--- config.mk ---
export PLATFORM = sky130hd
export DESIGN_NAME = fpu_add_sub_top
export DESIGN_NICKNAME = d
export VERILOG_FILES = /design/src/fpu_pkg.sv /design/src/fpu_add_sub_top.sv /design/src/fpu_add_sub_pipe.sv /design/src/fpu_normalize.sv /design/src/fpu_align.sv /design/src/fpu_classify.sv
export SDC_FILE = /design/constraint.sdc
export NUM_CORES = 1
export LEC_CHECK = 0
export BUFFER_PORTS_ARGS = -buffer_cell sky130_fd_sc_hd__buf_2
export CAP_MARGIN = 10
export CORE_MARGIN = 3
export CORE_UTILIZATION = 40
export DETAILED_ROUTE_END_ITERATION = 8
export GPL_TIMING_DRIVEN = 0
export REMOVE_ABC_BUFFERS = 1
export SLEW_MARGIN = 30
export SYNTH_ARGS = -nofsm -noshare
export SYNTH_HDL_FRONTEND = slang
export SYNTH_SLANG_ARGS = --single-unit
--- constraint.sdc ---
create_clock -name clk_i -period 16.4 [get_ports clk_i]
set_clock_uncertainty 0.2 [all_clocks]
set_input_delay 1.64 -clock clk_i [delete_from_list [all_inputs] [get_ports clk_i]]
set_output_delay 1.64 -clock clk_i [all_outputs]
set_load 0.05 [all_outputs]
--- src/fpu_pkg.sv ---
//////////////////////////////
// fpu package
// default widths, guard bit count and the
// exception flag vector shared by the fp adder
//////////////////////////////
package fpu_pkg;

  // single precision unless the top level says otherwise
  localparam int exp_width_default = 8;
  localparam int man_width_default = 23;

  // guard, round and sticky appended below the fraction
  localparam int grs_width = 3;

  // exception flags carried with every result
  typedef logic [3:0] fpu_flags_t;

  // denormal input seen
  localparam int flag_unimpl_idx = 3;

  // signaling nan or inf - inf
  localparam int flag_invalid_idx = 2;

  // rounded exponent hit all ones
  localparam int flag_overflow_idx = 1;

  // result flushed to zero
  localparam int flag_underflow_idx = 0;

endpackage
--- src/fpu_add_sub_top.sv ---
`timescale 1ns/1ns
//////////////////////////////
// fp add/sub top level
// sets the widths and wraps the pipeline
//////////////////////////////
module fpu_add_sub_top #(
  parameter int exp_width_p = fpu_pkg::exp_width_default,
  parameter int man_width_p = fpu_pkg::man_width_default
) (
  input  logic                             clk_i,
  input  logic                             reset_i,
  input  logic                             v_i,
  input  logic [exp_width_p+man_width_p:0] a_i,
  input  logic [exp_width_p+man_width_p:0] b_i,
  input  logic                             sub_i,
  output logic                             ready_o,
  output logic                             v_o,
  output logic [exp_width_p+man_width_p:0] z_o,
  output fpu_pkg::fpu_flags_t              flags_o,
  input  logic                             yumi_i
);

  fpu_add_sub_pipe #(
    .exp_width_p(exp_width_p),
    .man_width_p(man_width_p)
  ) i_pipe (
    .clk_i(clk_i), .reset_i(reset_i),
    .v_i(v_i), .a_i(a_i), .b_i(b_i), .sub_i(sub_i), .ready_o(ready_o),
    .v_o(v_o), .z_o(z_o), .flags_o(flags_o), .yumi_i(yumi_i)
  );

endmodule

--- src/fpu_add_sub_pipe.sv ---
`timescale 1ns/1ns
//////////////////////////////
// fp add/sub pipeline
// align, add, normalize in three stages, then
// round and special-case selection on the output
//////////////////////////////
module fpu_add_sub_pipe #(
  parameter int exp_width_p = fpu_pkg::exp_width_default,
  parameter int man_width_p = fpu_pkg::man_width_default
) (
  input  logic                             clk_i,
  input  logic                             reset_i,
  input  logic                             v_i,
  input  logic [exp_width_p+man_width_p:0] a_i,
  input  logic [exp_width_p+man_width_p:0] b_i,
  input  logic                             sub_i,
  output logic                             ready_o,
  output logic                             v_o,
  output logic [exp_width_p+man_width_p:0] z_o,
  output fpu_pkg::fpu_flags_t              flags_o,
  input  logic                             yumi_i
);

  // aligned mantissa, and the sum with its carry bit
  localparam int mw_lp = man_width_p + fpu_pkg::grs_width + 1;
  localparam int sw_lp = mw_lp + 1;
  localparam logic [exp_width_p-1:0] exp_ones_lp = '1;
  // operand class bits carried down the pipe
  localparam int c_snan_lp = 4;
  localparam int c_nan_lp = 3;
  localparam int c_a_inf_lp = 2;
  localparam int c_b_inf_lp = 1;
  localparam int c_den_lp = 0;

  logic v_1_r, v_2_r, v_3_r;
  logic sign_a, sign_b, a_nan, b_nan, a_snan, b_snan, a_inf, b_inf, a_den, b_den;
  logic [exp_width_p-1:0] exp_a, exp_b, exp_0, exp_1_r, exp_2_r, exp_n, exp_3_r;
  logic [man_width_p-1:0] man_a, man_b, man_n, man_3_r;
  logic sign_0, do_sub_0, sign_1_r, do_sub_1_r, sign_2_r, do_sub_2_r, sign_3_r, do_sub_3_r;
  logic [mw_lp-1:0] big_man_0, small_man_0, big_1_r, small_1_r, larger, smaller;
  logic [4:0] cls_0, cls_1_r, cls_2_r, cls_3_r;
  logic big_less;
  logic [sw_lp-1:0] sum_1, sum_2_r;
  logic round_up_n, all_zero_n, borrow_n, round_up_3_r, all_zero_3_r, borrow_3_r;
  logic round_carry;
  logic [exp_width_p+man_width_p-1:0] rounded;
  logic [exp_width_p-1:0] rounded_exp;
  logic [exp_width_p+man_width_p:0] qnan_pat, snan_pat, inf_pat;

  // whole pipe holds while the result waits
  assign ready_o = ~(v_3_r & ~yumi_i);
  assign v_o = v_3_r;

  always_ff @(posedge clk_i) begin
    if (reset_i) begin
      v_1_r <= 1'b0;
      v_2_r <= 1'b0;
      v_3_r <= 1'b0;
    end else if (ready_o) begin
      v_1_r <= v_i;
      v_2_r <= v_1_r;
      v_3_r <= v_2_r;
    end
  end

  fpu_classify #(.exp_width_p(exp_width_p), .man_width_p(man_width_p)) i_class_a (
    .a_i(a_i), .sign_o(sign_a), .exp_o(exp_a), .man_o(man_a), .zero_o(),
    .nan_o(a_nan), .sig_nan_o(a_snan), .infty_o(a_inf), .denormal_o(a_den)
  );

  fpu_classify #(.exp_width_p(exp_width_p), .man_width_p(man_width_p)) i_class_b (
    .a_i(b_i), .sign_o(sign_b), .exp_o(exp_b), .man_o(man_b), .zero_o(),
    .nan_o(b_nan), .sig_nan_o(b_snan), .infty_o(b_inf), .denormal_o(b_den)
  );

  fpu_align #(.exp_width_p(exp_width_p), .man_width_p(man_width_p)) i_align (
    .a_i(a_i), .b_i(b_i), .sub_i(sub_i), .sign_a_i(sign_a), .sign_b_i(sign_b),
    .exp_a_i(exp_a), .exp_b_i(exp_b), .man_a_i(man_a), .man_b_i(man_b),
    .sign_o(sign_0), .do_sub_o(do_sub_0), .exp_o(exp_0),
    .big_man_o(big_man_0), .small_man_o(small_man_0)
  );

  assign cls_0 = {a_snan | b_snan, a_nan | b_nan, a_inf, b_inf, a_den | b_den};

  always_ff @(posedge clk_i) begin
    if (ready_o & v_i) begin
      sign_1_r   <= sign_0;
      do_sub_1_r <= do_sub_0;
      exp_1_r    <= exp_0;
      big_1_r    <= big_man_0;
      small_1_r  <= small_man_0;
      cls_1_r    <= cls_0;
    end
  end

  // equal exponents can still leave the far operand larger
  assign big_less = big_1_r < small_1_r;
  assign larger   = big_less ? small_1_r : big_1_r;
  assign smaller  = big_less ? big_1_r : small_1_r;
  assign sum_1    = do_sub_1_r ? ({1'b0, larger} - {1'b0, smaller})
                               : ({1'b0, larger} + {1'b0, smaller});

  always_ff @(posedge clk_i) begin
    if (ready_o & v_1_r) begin
      sign_2_r   <= sign_1_r;
      do_sub_2_r <= do_sub_1_r;
      exp_2_r    <= exp_1_r;
      sum_2_r    <= sum_1;
      cls_2_r    <= cls_1_r;
    end
  end

  fpu_normalize #(.exp_width_p(exp_width_p), .man_width_p(man_width_p)) i_norm (
    .sum_i(sum_2_r), .exp_i(exp_2_r), .exp_o(exp_n), .man_o(man_n),
    .round_up_o(round_up_n), .all_zero_o(all_zero_n), .exp_borrow_o(borrow_n)
  );

  always_ff @(posedge clk_i) begin
    if (ready_o & v_2_r) begin
      sign_3_r     <= sign_2_r;
      do_sub_3_r   <= do_sub_2_r;
      exp_3_r      <= exp_n;
      man_3_r      <= man_n;
      round_up_3_r <= round_up_n;
      all_zero_3_r <= all_zero_n;
      borrow_3_r   <= borrow_n;
      cls_3_r      <= cls_2_r;
    end
  end

  // a fraction carry ripples into the exponent
  assign {round_carry, rounded} = {1'b0, exp_3_r, man_3_r}
                                + (exp_width_p+man_width_p+1)'(round_up_3_r);
  assign rounded_exp = rounded[man_width_p +: exp_width_p];

  assign qnan_pat = {sign_3_r, exp_ones_lp, 1'b1, {(man_width_p-1){1'b0}}};
  assign snan_pat = {sign_3_r, exp_ones_lp, {(man_width_p-1){1'b0}}, 1'b1};
  assign inf_pat  = {sign_3_r, exp_ones_lp, {man_width_p{1'b0}}};

  always_comb begin
    flags_o = '0;
    z_o = {sign_3_r, rounded};
    if (cls_3_r[c_snan_lp]) begin
      z_o = snan_pat;
      flags_o[fpu_pkg::flag_invalid_idx] = 1'b1;
    end else if (cls_3_r[c_nan_lp]) begin
      z_o = qnan_pat;
    end else if (cls_3_r[c_a_inf_lp] & cls_3_r[c_b_inf_lp] & do_sub_3_r) begin
      z_o = qnan_pat;
      flags_o[fpu_pkg::flag_invalid_idx] = 1'b1;
    end else if (cls_3_r[c_a_inf_lp] | cls_3_r[c_b_inf_lp]) begin
      z_o = inf_pat;
    end else if (cls_3_r[c_den_lp]) begin
      z_o = qnan_pat;
      flags_o[fpu_pkg::flag_unimpl_idx] = 1'b1;
    end else if (all_zero_3_r) begin
      // exact cancellation gives +0, zero plus zero keeps its sign
      z_o = {sign_3_r & ~do_sub_3_r, {(exp_width_p+man_width_p){1'b0}}};
    end else if (borrow_3_r | ((rounded_exp == '0) & ~round_carry)) begin
      z_o = {sign_3_r, {(exp_width_p+man_width_p){1'b0}}};
      flags_o[fpu_pkg::flag_underflow_idx] = 1'b1;
    end else if (round_carry | (rounded_exp == exp_ones_lp)) begin
      z_o = inf_pat;
      flags_o[fpu_pkg::flag_overflow_idx] = 1'b1;
    end
  end

  // held result must not move under back-pressure
  a_hold_stable: assert property (@(posedge clk_i) disable iff (reset_i)
    (v_o & ~yumi_i) |=> ($stable(z_o) && $stable(flags_o)))
    else $error("pipe: output changed while stalled");

  a_yumi_valid: assert property (@(posedge clk_i) disable iff (reset_i)
    yumi_i |-> v_o)
    else $error("pipe: yumi without a valid result");

  a_one_flag: assert property (@(posedge clk_i) disable iff (reset_i)
    v_o |-> $onehot0(flags_o))
    else $error("pipe: more than one exception flag");

endmodule

--- src/fpu_normalize.sv ---
`timescale 1ns/1ns
//////////////////////////////
// fp normalizer
// leading zero count and shift of the raw sum,
// exponent adjust and round-to-nearest-even bit
//////////////////////////////
module fpu_normalize #(
  parameter int exp_width_p = fpu_pkg::exp_width_default,
  parameter int man_width_p = fpu_pkg::man_width_default
) (
  input  logic [man_width_p+fpu_pkg::grs_width+1:0] sum_i,
  input  logic [exp_width_p-1:0]                    exp_i,
  output logic [exp_width_p-1:0]                    exp_o,
  output logic [man_width_p-1:0]                    man_o,
  output logic                                      round_up_o,
  output logic                                      all_zero_o,
  output logic                                      exp_borrow_o
);

  localparam int sum_width_lp = man_width_p + fpu_pkg::grs_width + 2;
  localparam int cnt_width_lp = $clog2(sum_width_lp + 1);

  logic [cnt_width_lp-1:0] zcount;
  logic [sum_width_lp-1:0] shifted;
  logic                    guard;
  logic                    round_bit;
  logic                    sticky;

  // scan up from the lsb so the topmost one wins
  always_comb begin
    zcount = cnt_width_lp'(sum_width_lp);
    for (int i = 0; i < sum_width_lp; i++) begin
      if (sum_i[i]) begin
        zcount = cnt_width_lp'(sum_width_lp - 1 - i);
      end
    end
  end

  assign all_zero_o = ~|sum_i;
  assign shifted    = sum_i << zcount;
  assign {exp_borrow_o, exp_o} = {1'b0, exp_i} - (exp_width_p+1)'(zcount);

  // leading one sits in the msb and is dropped
  assign man_o     = shifted[fpu_pkg::grs_width+1 +: man_width_p];
  assign guard     = shifted[fpu_pkg::grs_width];
  assign round_bit = shifted[fpu_pkg::grs_width-1];
  assign sticky    = |shifted[fpu_pkg::grs_width-2:0];

  // ties go to the even fraction
  assign round_up_o = guard & (round_bit | sticky | man_o[0]);

  always_comb begin
    assert (all_zero_o || shifted[sum_width_lp-1])
      else $error("normalize: leading one not in the msb");
  end

endmodule

--- src/fpu_align.sv ---
`timescale 1ns/1ns
//////////////////////////////
// fp operand alignment
// orders operands by exponent, shifts the smaller
// one right with sticky, picks sign and operation
//////////////////////////////
module fpu_align #(
  parameter int exp_width_p = fpu_pkg::exp_width_default,
  parameter int man_width_p = fpu_pkg::man_width_default
) (
  input  logic [exp_width_p+man_width_p:0]          a_i,
  input  logic [exp_width_p+man_width_p:0]          b_i,
  input  logic                                      sub_i,
  input  logic                                      sign_a_i,
  input  logic                                      sign_b_i,
  input  logic [exp_width_p-1:0]                    exp_a_i,
  input  logic [exp_width_p-1:0]                    exp_b_i,
  input  logic [man_width_p-1:0]                    man_a_i,
  input  logic [man_width_p-1:0]                    man_b_i,
  output logic                                      sign_o,
  output logic                                      do_sub_o,
  output logic [exp_width_p-1:0]                    exp_o,
  output logic [man_width_p+fpu_pkg::grs_width:0]   big_man_o,
  output logic [man_width_p+fpu_pkg::grs_width:0]   small_man_o
);

  // hidden bit, fraction, guard and round
  localparam int pad_width_lp = man_width_p + fpu_pkg::grs_width;

  logic                    exp_a_less;
  logic                    mag_a_less;
  logic [exp_width_p-1:0]  exp_diff;
  logic [man_width_p:0]    man_a_norm;
  logic [man_width_p:0]    man_b_norm;
  logic [man_width_p:0]    big_norm;
  logic [man_width_p:0]    small_norm;
  logic [pad_width_lp-1:0] small_pad;
  logic [pad_width_lp-1:0] lost_mask;
  logic                    sticky;

  assign exp_a_less = exp_a_i < exp_b_i;
  assign exp_diff   = exp_a_less ? exp_b_i - exp_a_i : exp_a_i - exp_b_i;
  // one extra to leave room for the adder carry
  assign exp_o      = (exp_a_less ? exp_b_i : exp_a_i) + 1'b1;

  // hidden bit only under a nonzero exponent, so zeros add as zero
  assign man_a_norm = {|exp_a_i, man_a_i};
  assign man_b_norm = {|exp_b_i, man_b_i};
  assign big_norm   = exp_a_less ? man_b_norm : man_a_norm;
  assign small_norm = exp_a_less ? man_a_norm : man_b_norm;

  assign small_pad = {small_norm, {(fpu_pkg::grs_width-1){1'b0}}};
  // ones where bits fall off the bottom
  assign lost_mask = ~({pad_width_lp{1'b1}} << exp_diff);
  assign sticky    = |(small_pad & lost_mask);

  assign big_man_o   = {big_norm, {fpu_pkg::grs_width{1'b0}}};
  assign small_man_o = {small_pad >> exp_diff, sticky};

  assign mag_a_less = a_i[exp_width_p+man_width_p-1:0] < b_i[exp_width_p+man_width_p-1:0];
  assign sign_o     = mag_a_less ? (sign_b_i ^ sub_i) : sign_a_i;
  assign do_sub_o   = sub_i ^ sign_a_i ^ sign_b_i;

  // a far operand leaves only its sticky bit behind
  always_comb begin
    if (exp_diff > (man_width_p + fpu_pkg::grs_width)) begin
      assert (small_man_o == {{pad_width_lp{1'b0}}, |small_norm})
        else $error("align: far operand not folded into sticky");
    end
  end

endmodule

--- src/fpu_classify.sv ---
`timescale 1ns/1ns
//////////////////////////////
// fp operand classifier
// splits one operand into fields and flags
// zero, nan, snan, infinity and denormal
//////////////////////////////
module fpu_classify #(
  parameter int exp_width_p = fpu_pkg::exp_width_default,
  parameter int man_width_p = fpu_pkg::man_width_default
) (
  input  logic [exp_width_p+man_width_p:0] a_i,
  output logic                             sign_o,
  output logic [exp_width_p-1:0]           exp_o,
  output logic [man_width_p-1:0]           man_o,
  output logic                             zero_o,
  output logic                             nan_o,
  output logic                             sig_nan_o,
  output logic                             infty_o,
  output logic                             denormal_o
);

  logic exp_ones;
  logic exp_zero;
  logic man_zero;

  assign sign_o = a_i[exp_width_p+man_width_p];
  assign exp_o  = a_i[man_width_p +: exp_width_p];
  assign man_o  = a_i[man_width_p-1:0];

  assign exp_ones = &exp_o;
  assign exp_zero = ~|exp_o;
  assign man_zero = ~|man_o;

  assign zero_o     = exp_zero & man_zero;
  assign nan_o      = exp_ones & ~man_zero;
  // quiet bit clear means signaling
  assign sig_nan_o  = nan_o & ~man_o[man_width_p-1];
  assign infty_o    = exp_ones & man_zero;
  assign denormal_o = exp_zero & ~man_zero;

endmodule

# ---- Word-level counts from Yosys, hierarchy flattened
# Cells that the tools add are included.
dict set report word_totals {
  register_bits 153
  out_inout_bits 38
  in_bits 69
}
dict set report op_classes {
  reduce_logical 15
  n_mux 59
  order_cmp 3
  n_addsub 7
  n_shift 3
  n_eq_ne 1
  bitwise 36
}
# cell n
set ops {}
lappend ops {{two-way mux 32 bit} 6}
lappend ops {{two-way mux 5 bit} 27}
lappend ops {{two-way mux 31 bit} 2}
lappend ops {{two-way mux 27 bit} 2}
lappend ops {{two-way mux 24 bit} 2}
lappend ops {{OR reduction 23 bit} 2}
lappend ops {{adder 31 x 1 -> 32 bit} 1}
lappend ops {{< comparator 31 bit} 1}
lappend ops {{adder 27 x 27 -> 28 bit} 1}
lappend ops {{two-way mux 28 bit} 1}
lappend ops {{OR reduction 28 bit} 1}
lappend ops {{<< shifter 28 x 5 -> 27 bit} 1}
lappend ops {{subtractor 27 x 27 -> 28 bit} 1}
lappend ops {{< comparator 27 bit} 1}
lappend ops {{AND 26 bit} 1}
lappend ops {{inverter 26 bit} 1}
lappend ops {{OR reduction 26 bit} 1}
lappend ops {{<< shifter 26 x 8 -> 26 bit, first input constant} 1}
lappend ops {{right shift 26 x 8 -> 26 bit} 1}
lappend ops {{AND 1 bit} 17}
lappend ops {{two-way mux 8 bit} 2}
lappend ops {{AND reduction 8 bit} 2}
lappend ops {{OR reduction 8 bit} 2}
lappend ops {{subtractor 8 bit} 2}
lappend ops {{other kinds (14)} 45}

# ---- Logic depth before layout (Yosys ltp)
# Gate-level depths: netlist (run 1).
dict set report depth {
  ltp_word 33
  mapped_depth 27
  depth_no_buf 24
}

# ---- By module
# A second synthesis (run 1) with hierarchy kept.
dict set report unflattened {
  hier_cells 1953
  hier_area_um2 16388.2
}
# mod cells_each seq_area_each_um2 area_each_um2 instances
set modules_own_cells {}
lappend modules_own_cells {fpu_add_sub_pipe 902 4654.5 9407.8 1}
lappend modules_own_cells {fpu_align 646 0.0 4224.1 1}
lappend modules_own_cells {fpu_normalize 299 0.0 1988.2 1}
lappend modules_own_cells {fpu_classify 53 0.0 384.1 2}

# ---- Least setup slack after synthesis (run 1)
# OpenSTA, ideal clock, no wires.
dict set report synth_path {
  kind {flip-flop to flip-flop}
  from {register i_pipe.big_1_r[10]}
  to {register i_pipe.sum_2_r[26], data pin}
  arrival_time_ps 5294
  n_path_buf 3
  period_less_slack_ps 5751
  setup_slack_ps 10649
  stages_incl_launch_ff 27
  cell_sequence {edfxtp_1 > ha_1 > or4_1 > a221oi_2 > o21ai_1 > a311o_1 > a21o_1 > clkbuf_1 > clkbuf_1 > nand2_1 > ha_1 > buf_2 > nor4b_1 > a41o_1 > a21oi_1 > xor2_1 > ha_1 > a21o_1 > a21o_1 > a21o_1 > o2bb2ai_1 > a41oi_1 > a21oi_1 > a211o_1 > a31o_2 > a21oi_1 > xnor2_1}
}
dict set report synth_via {
  elab_chain_len 4
  elab_cells_between_ends 6
  classes_between {add/sub: 2; order compare: 1; mux: 3}
}
# element line
set synth_lines {}
lappend synth_lines {{start, declared} fpu_add_sub_pipe.sv:40} ;# logic [mw_lp-1:0] big_man_0, small_man_0, big_1_r, small_1_r, larger, smaller;
lappend synth_lines {{start signal, assigned} fpu_add_sub_pipe.sv:90} ;# big_1_r <= big_man_0;
lappend synth_lines {{< comparator 27 bit} fpu_add_sub_pipe.sv:97} ;# assign big_less = big_1_r < small_1_r;
lappend synth_lines {{two-way mux 27 bit, on equally long branches} {fpu_add_sub_pipe.sv:98, fpu_add_sub_pipe.sv:99}}
lappend synth_lines {{adder 27 x 27 -> 28 bit / subtractor 27 x 27 -> 28 bit (equally long branches)} {fpu_add_sub_pipe.sv:101, fpu_add_sub_pipe.sv:100}}
lappend synth_lines {{two-way mux 28 bit (*)} fpu_add_sub_pipe.sv:100} ;# assign sum_1 = do_sub_1_r ? ({1'b0, larger} - {1'b0, smaller})
lappend synth_lines {{named net i_pipe.sum_1[26]} fpu_add_sub_pipe.sv:43} ;# logic [sw_lp-1:0] sum_1, sum_2_r;
lappend synth_lines {{end signal, assigned} fpu_add_sub_pipe.sv:108} ;# sum_2_r <= sum_1;
lappend synth_lines {{end, declared} fpu_add_sub_pipe.sv:43}
# Mark *: on every way through the listed nets, which the timed path passes. The rest lies on a longest branch.
# A chain may end at the register's enable or synchronous reset.

# ---- Worst setup path in the final report (run 1)
# Ends and elaborated chain as after synthesis.

==> results of run 1 <==
==> power groups by stage <==
stage / registers [uW] / clock network [uW] / logic (uW)
after global routing: 548 / 419 / 754
after floorplan: 537 / 0 / 496
after global placement: 551 / 0 / 652
after CTS: 542 / 401 / 676
after detailed placement: 550 / 0 / 673
final: 542 / 391 / 684
==> layer usage <==
| metal | share of wire, % | up-vias | global-route usage, % | routed length (um) |
|---|---|---|---|---|
| met4 | 2.5 | 0 | 6.21 | 1030 |
| met2 | 48 | 374 | 35.6 | 19400 |
| met5 | 0 | - | 0 | 0 |
| li1 | - | 6321 | - | - |
| met1 | 45 | 5917 | 26.8 | 18200 |
| met3 | 4.4 | 60 | 2.58 | 1760 |
==> registers in the layout, indices dropped and copies added (netlist names), 5 cells and up <==
register / count
i_pipe.exp_3_r: 8
i_pipe.man_3_r: 23
i_pipe.cls_1_r: 5
i_pipe.small_1_r: 27
i_pipe.exp_1_r: 8
i_pipe.sum_2_r: 28
i_pipe.big_1_r: 24
i_pipe.cls_2_r: 5
i_pipe.cls_3_r: 5
i_pipe.exp_2_r: 8
==> how the worst min path moves through the flow <==
stage,end,slack (ns),cells after the start
global route,i_pipe.exp_2_r[5],0.23,0
CTS,i_pipe.cls_3_r[3],0.22,0
finish,i_pipe.cls_3_r[3],0.22,0
floorplan,i_pipe.cls_2_r[0],0.20,0
global placement,i_pipe.sign_3_r,0.20,0
detailed placement,i_pipe.cls_3_r[3],0.21,0
==> metrics by stage <==
step                hold WS [ns]  area (um2)  utilization, %  power (uW)  instances
global placement           0.203       15200            43.2        1200       2174
CTS                        0.222       16000            45.7        1620       2217
floorplan                  0.200       14100               -        1030       1613
finish                     0.220       16000            45.7        1620       2217
detailed placement         0.208       15400            44.0        1220       2185
global route               0.229       16000            45.7        1720       2217
==> kinds of logic after synthesis <==
logic type | share of synthesized area, %
buffers and inverters | 5.13
AND/OR/NAND/NOR | 20.0
flip-flops | 31.6
adder cells (fa/ha/maj) | 8.95
AO/OA/AOI/OAI | 18.3
multiplexers | 9.92
XOR/XNOR | 6.01
==> cell type report <==
type / count / area (um2) / area share, %
Clock buffer: 18 / 429 / 2.68
Timing Repair Buffer: 117 / 767 / 4.79
Inverter: 98 / 368 / 2.30
Tap cell: 455 / 569 / 3.55
Sequential cell: 153 / 4560 / 28.5
Clock inverter: 14 / 159 / 0.992
Multi-Input combinational cell: 1362 / 9170 / 57.2
==> placed cells by master, fill, tap and decap left out, types with 49 or more instances in the layout <==
cell,synthesis,routed
o21ai_0,122,122
nand2_1,179,178
mux2i_1,134,134
inv_1,96,96
ha_1,96,95
edfxtp_1,150,150
nand3_1,49,49
buf_2,16,106
a21oi_1,110,109
xor2_1,52,52
nor2_1,157,157
==> critical path: stages (launching register included) <==
cell and delay, ns:
edfxtp_1 0.51, ha_1 0.27, or4_1 0.55, a221oi_2 0.18
o21ai_1 0.16, a311o_1 0.35, a21o_2 0.37, nand2_1 0.17
ha_1 0.40, nor4b_1 0.28, a41o_1 0.20, a21oi_1 0.09
xor2_1 0.18, ha_1 0.34, a21o_1 0.20, a21o_1 0.17
a21o_1 0.19, o2bb2ai_1 0.12, a41oi_1 0.23, a21oi_1 0.17
a211o_1 0.31, a31o_2 0.24, a21oi_1 0.18, xnor2_1 0.12
==> results.yml, run 1 <==
sta:
  slew_headroom_pct: 38.8
  worst_pin_slew_ns: 0.915
  setup_viol: 0
  rsz0062_at_grt: "false"
  finalCriticalPeriod_ns: 6.46
  maxSlewViolCount: 0
  hold_viol_final: 0
  setup_ws_ns: 9.94
  fmax_ghz: 0.155
  setup_tns_ns: 0
  period_share_pct: 39.4
clock_network:
  cts_hold_buf: 0
  cts_resized: 0
  post_cts_buffers: 0
  clock-sinks: 153
  cts_tree: "built"
  htree_levels: 4
  numCtsBuffers: 17
  cts_root_buf: "clkbuf_16"
  clkTransAtPathRegs_ns: 0.06
  cts_buffer_depth: 2
  insertion_delay_ns: 0.43
synth:
  async_flop_share_pct: 0
  ys_seq_elements: 153
  synth.most_common_cell: "nand2_1"
  synth_edf_count: 150
  synth_cells: 1688
  synth_top_cell_by_area: "edfxtp_1"
  netlist_area_mm2: 0.0144
  synth_ff_type: "edfxtp_1"
  yosysSeqAreaShare_pct: 31.6
  ys_types: 84
  ys_top_cells_by_count: "nand2_1 (179), nor2_1 (157), edfxtp_1 (150)"
  synth_top_area_share_pct: 31.2
  netlist_top_cells_area: "edfxtp_1 (31%), mux2i_1 (9.3%), ha_1 (8.3%)"
  syn_avg_cell_area_um2: 8.55
  yosysWarnings: 0
setup_path:
  cp-start-kind: "register"
  r2r_start: "i_pipe.big_1_r[10]"
  rr_worst_depth: 23
  cp_data_arrival_time_ns: 6.42
  crit_fanout: 25
  r2r_end: "i_pipe.sum_2_r[26]"
  critPathRequiredTime_ns: 16.36
  path_class: "reg2reg"
  end_kind: "register"
  ff2ff_setup_slack_ns: 9.94
  critPathLaunch: "i_pipe.big_1_r[10]"
  crit_end: "i_pipe.sum_2_r[26]"
grt:
  grt.overflow.total: 0
  grt_pass1_wl_mm: 63.8
  antenna_found_initial: 0
  grt_use_total_pct: 20.5
  grt_pass1_vias: 11900
  grt_max_degree: 71
power_and_ir_drop:
  leakagePower_uw: 0.00672
  p_int_uw: 997
  ir_drop_v: 0.0000788
  seq_power_share_pct: 33.5
  p_clk_share_pct: 24.2
  combPwrFrac_pct: 42.3
  switching_share_pct: 38.3
  pwr_density_cell_mw_per_mm2: 101
  switching_power_uw: 619
route:
  drc: 0
  ant_nets: 0
  routedWlPerCell_um: 18.2
  dr.pass1.iters: 5
  viasPerCell: 5.72
  finalWirelength_mm: 40.4
  via_count: 12700
  drtIter0Drc: 1057
floorplanning:
  rows: 68
  die_w_um: 196
  start_util_pct: 41.2
  core_mm2: 0.0351
  die_y_um: 196
  dieArea_mm2: 0.0384
  io_pins: 107
cells_and_area:
  syn_to_final_growth_pct: 11.0
  fill_cells: 3431
  antenna_cells: 0
  final_nets: 1918
  drive_above_1_share_pct: 10.7
placed_design:
  dp_hpwl_mm: 32.5
  place_congestion: 0.928
  dpl_worst_slack_ns: 9.94
  port-buffer-count: 106
run_status:
  status: "complete, no violations"
hold_path:
  holdCritStartpoint: "i_pipe.cls_2_r[3]"
  hp-class: "reg2reg"
run:
  maxCapViolations: 0
No activity file was read; power rests on OpenSTA's default activity.
==> run 2: changes to the inputs <==
Clock period 16.4 ns to 5.3 ns, I/O delays scaled along.
==> run 2 against run 1 <==
- the run now ends with setup timing left
- setup slack got worse by 10 ns
- die area unchanged
- power increased to 3.2 times the previous value
- utilization increased by 1.9 points
- critical path type unchanged
- worst hold slack got worse by 0.13 ns
- register-to-register slack got worse by 10 ns
- first-iteration DRC count increased by 1.6%
- critical path depth decreased by 1
==> results.yml, run 2 (same netlist as run 1, synthesis figures left out) <==
cells_and_area:
  drive_above_1_share_pct: 15.5
  final_util_pct: 47.6
  final_common_cell: "nand2_1"
  final_nets: 1964
  syn_to_final_growth_pct: 15.7
  reg.largest.list: "i_pipe.sum_2_r x28, i_pipe.small_1_r x27, i_pipe.big_1_r x24"
  antenna_cells: 0
  fill_cells: 3365
  largest-register: "i_pipe.sum_2_r"
  largest_reg_flops: 28
  final_cell_mix: "nand2_1 (175), nor2_1 (155), edfxtp_1 (150)"
clock_network:
  clkTransAtPathRegs_ns: 0.06
  cts_hold_buf: 0
  cts_buffer_depth: 2
  cts_root_buf: "clkbuf_16"
  htree_levels: 4
  clock-sinks: 153
  insertion_delay_ns: 0.43
  numCtsBuffers: 17
  cts_tree: "built"
grt:
  grt_pass1_wl_mm: 64.8
  grt_max_degree: 71
  grt.overflow.total: 0
  antenna_found_initial: 0
  grt_use_total_pct: 20.9
  grt_pass1_vias: 12200
sta:
  rsz0062_at_grt: "true"
  whs_ns: 0.0874
  maxSlewViolCount: 0
  hold_viol_final: 0
  period_share_pct: 103
  finalCriticalPeriod_ns: 5.45
  slew_headroom_pct: 38.9
  setup_ws_ns: -0.152
  worst_pin_slew_ns: 0.913
  setup_viol: 6
  fmax_ghz: 0.183
hold_path:
  whs_endpoint: "i_pipe.v_o"
  whs_path_depth: 2
  holdCritStartpoint: "reset_i"
  hp-class: "in2reg"
setup_path:
  cp_data_arrival_time_ns: 5.42
  ff2ff_setup_slack_ns: -0.15
  cp-start-kind: "register"
  r2r_start: "i_pipe.big_1_r[6]"
  crit_fanout: 17
  critPathRequiredTime_ns: 5.27
  r2r_end: "i_pipe.sum_2_r[26]"
  path_class: "reg2reg"
  end_kind: "register"
  rr_worst_depth: 22
run_status:
  status: "complete, but fails checks"
  violations: "setup timing"
floorplanning:
  core_mm2: 0.0351
  die_y_um: 196
  dieArea_mm2: 0.0384
  io_pins: 107
  start_util_pct: 41.2
  die_w_um: 196
  rows: 68
route:
  finalWirelength_mm: 41.7
  via_count: 13000
  ant_nets: 0
  routedWlPerCell_um: 18.4
  drc: 0
  viasPerCell: 5.74
  drtIter0Drc: 1074
  dr.pass1.iters: 5
placed_design:
  place_congestion: 0.928
  dp_hpwl_mm: 32.5
  port-buffer-count: 106
power_and_ir_drop:
  pwr_density_cell_mw_per_mm2: 313
  leakagePower_uw: 0.00702
  ir_drop_v: 0.000250
run:
  maxCapViolations: 0
-- run 2: cell count changes in the layout (fill, tap and decap cells not counted), moves of 4 or more --
cell	before	now
ha_1	95	88
buf_6	1	9
o21ai_0	122	117
ha_2	1	5
a21oi_1	109	97
a21oi_2	1	12
buf_4	0	35
-- run 2: cell type report --
type	instances	area [um2]	share of cell area [%]
repair buffers	162	1170	7.01
clock buffers	18	429	2.57
flip-flops and latches	153	4560	27.3
multi-input cells	1363	9440	56.5
clock inverters	14	159	0.952
well taps	455	569	3.41
inverters	98	368	2.20
-- run 2: worst max-delay path by stage --
stage | from | endpoint | slack, ns | depth (start not counted)
CTS | i_pipe.big_1_r[9] | i_pipe.sum_2_r[26] | -0.23 | 23
finish | i_pipe.big_1_r[6] | i_pipe.sum_2_r[26] | -0.15 | 22
detailed placement | i_pipe.big_1_r[10] | i_pipe.sum_2_r[26] | -1.16 | 23
global placement | i_pipe.small_1_r[2] | i_pipe.sum_2_r[26] | -2.07 | 22
global route | i_pipe.big_1_r[9] | i_pipe.sum_2_r[24] | -0.37 | 24
floorplan | i_pipe.big_1_r[10] | i_pipe.sum_2_r[26] | -0.70 | 23
-- run 2: critical path: stages (launching register included) --
cell and delay (ns):
edfxtp_1 0.42, ha_2 0.20, or4_4 0.53, a221oi_2 0.20
o21ai_2 0.11, a311o_1 0.32, buf_6 0.14, a21oi_4 0.19
buf_4 0.15, buf_8 0.15, nor4_1 0.06, a311oi_1 0.29
xor2_1 0.26, ha_1 0.33, a21o_1 0.20, a21o_1 0.17
o2bb2ai_2 0.13, a41oi_2 0.23, a21oi_2 0.11, a211o_1 0.29
a31o_2 0.21, a21oi_2 0.17, xnor2_2 0.09
-- run 2: stage by stage --
step	cell area (um2)	TNS, ns	worst slack [ns]	cells	power [uW]
floorplan	14100	-3.87	-0.700	1613	3200
global placement	15200	-47.25	-2.07	2174	3720
detailed placement	15400	-8.45	-1.16	2185	3780
CTS	16500	-0.838	-0.235	2248	5130
global route	16700	-1.94	-0.374	2263	5550
finish	16700	-0.552	-0.152	2263	5230
-- run 2: timing repair --
action / CTS / global route
resized for setup: 44 / 35
endpoints found under the setup margin: 17 / 11
buffers inserted: 28 / 17
pin swaps: 32 / 33
cloned: 3 / 0
-- run 2: layer usage --
layer  GRT usage, %  wire (um)
met2           36.1      20100
met3           2.42       1550
met4           7.90       1410
met1           26.8      18700
met5              0          0
-- run 2: power breakdown --
group,switching (uW),internal (uW)
registers,131,1550
logic,1370,964
clock network,509,704
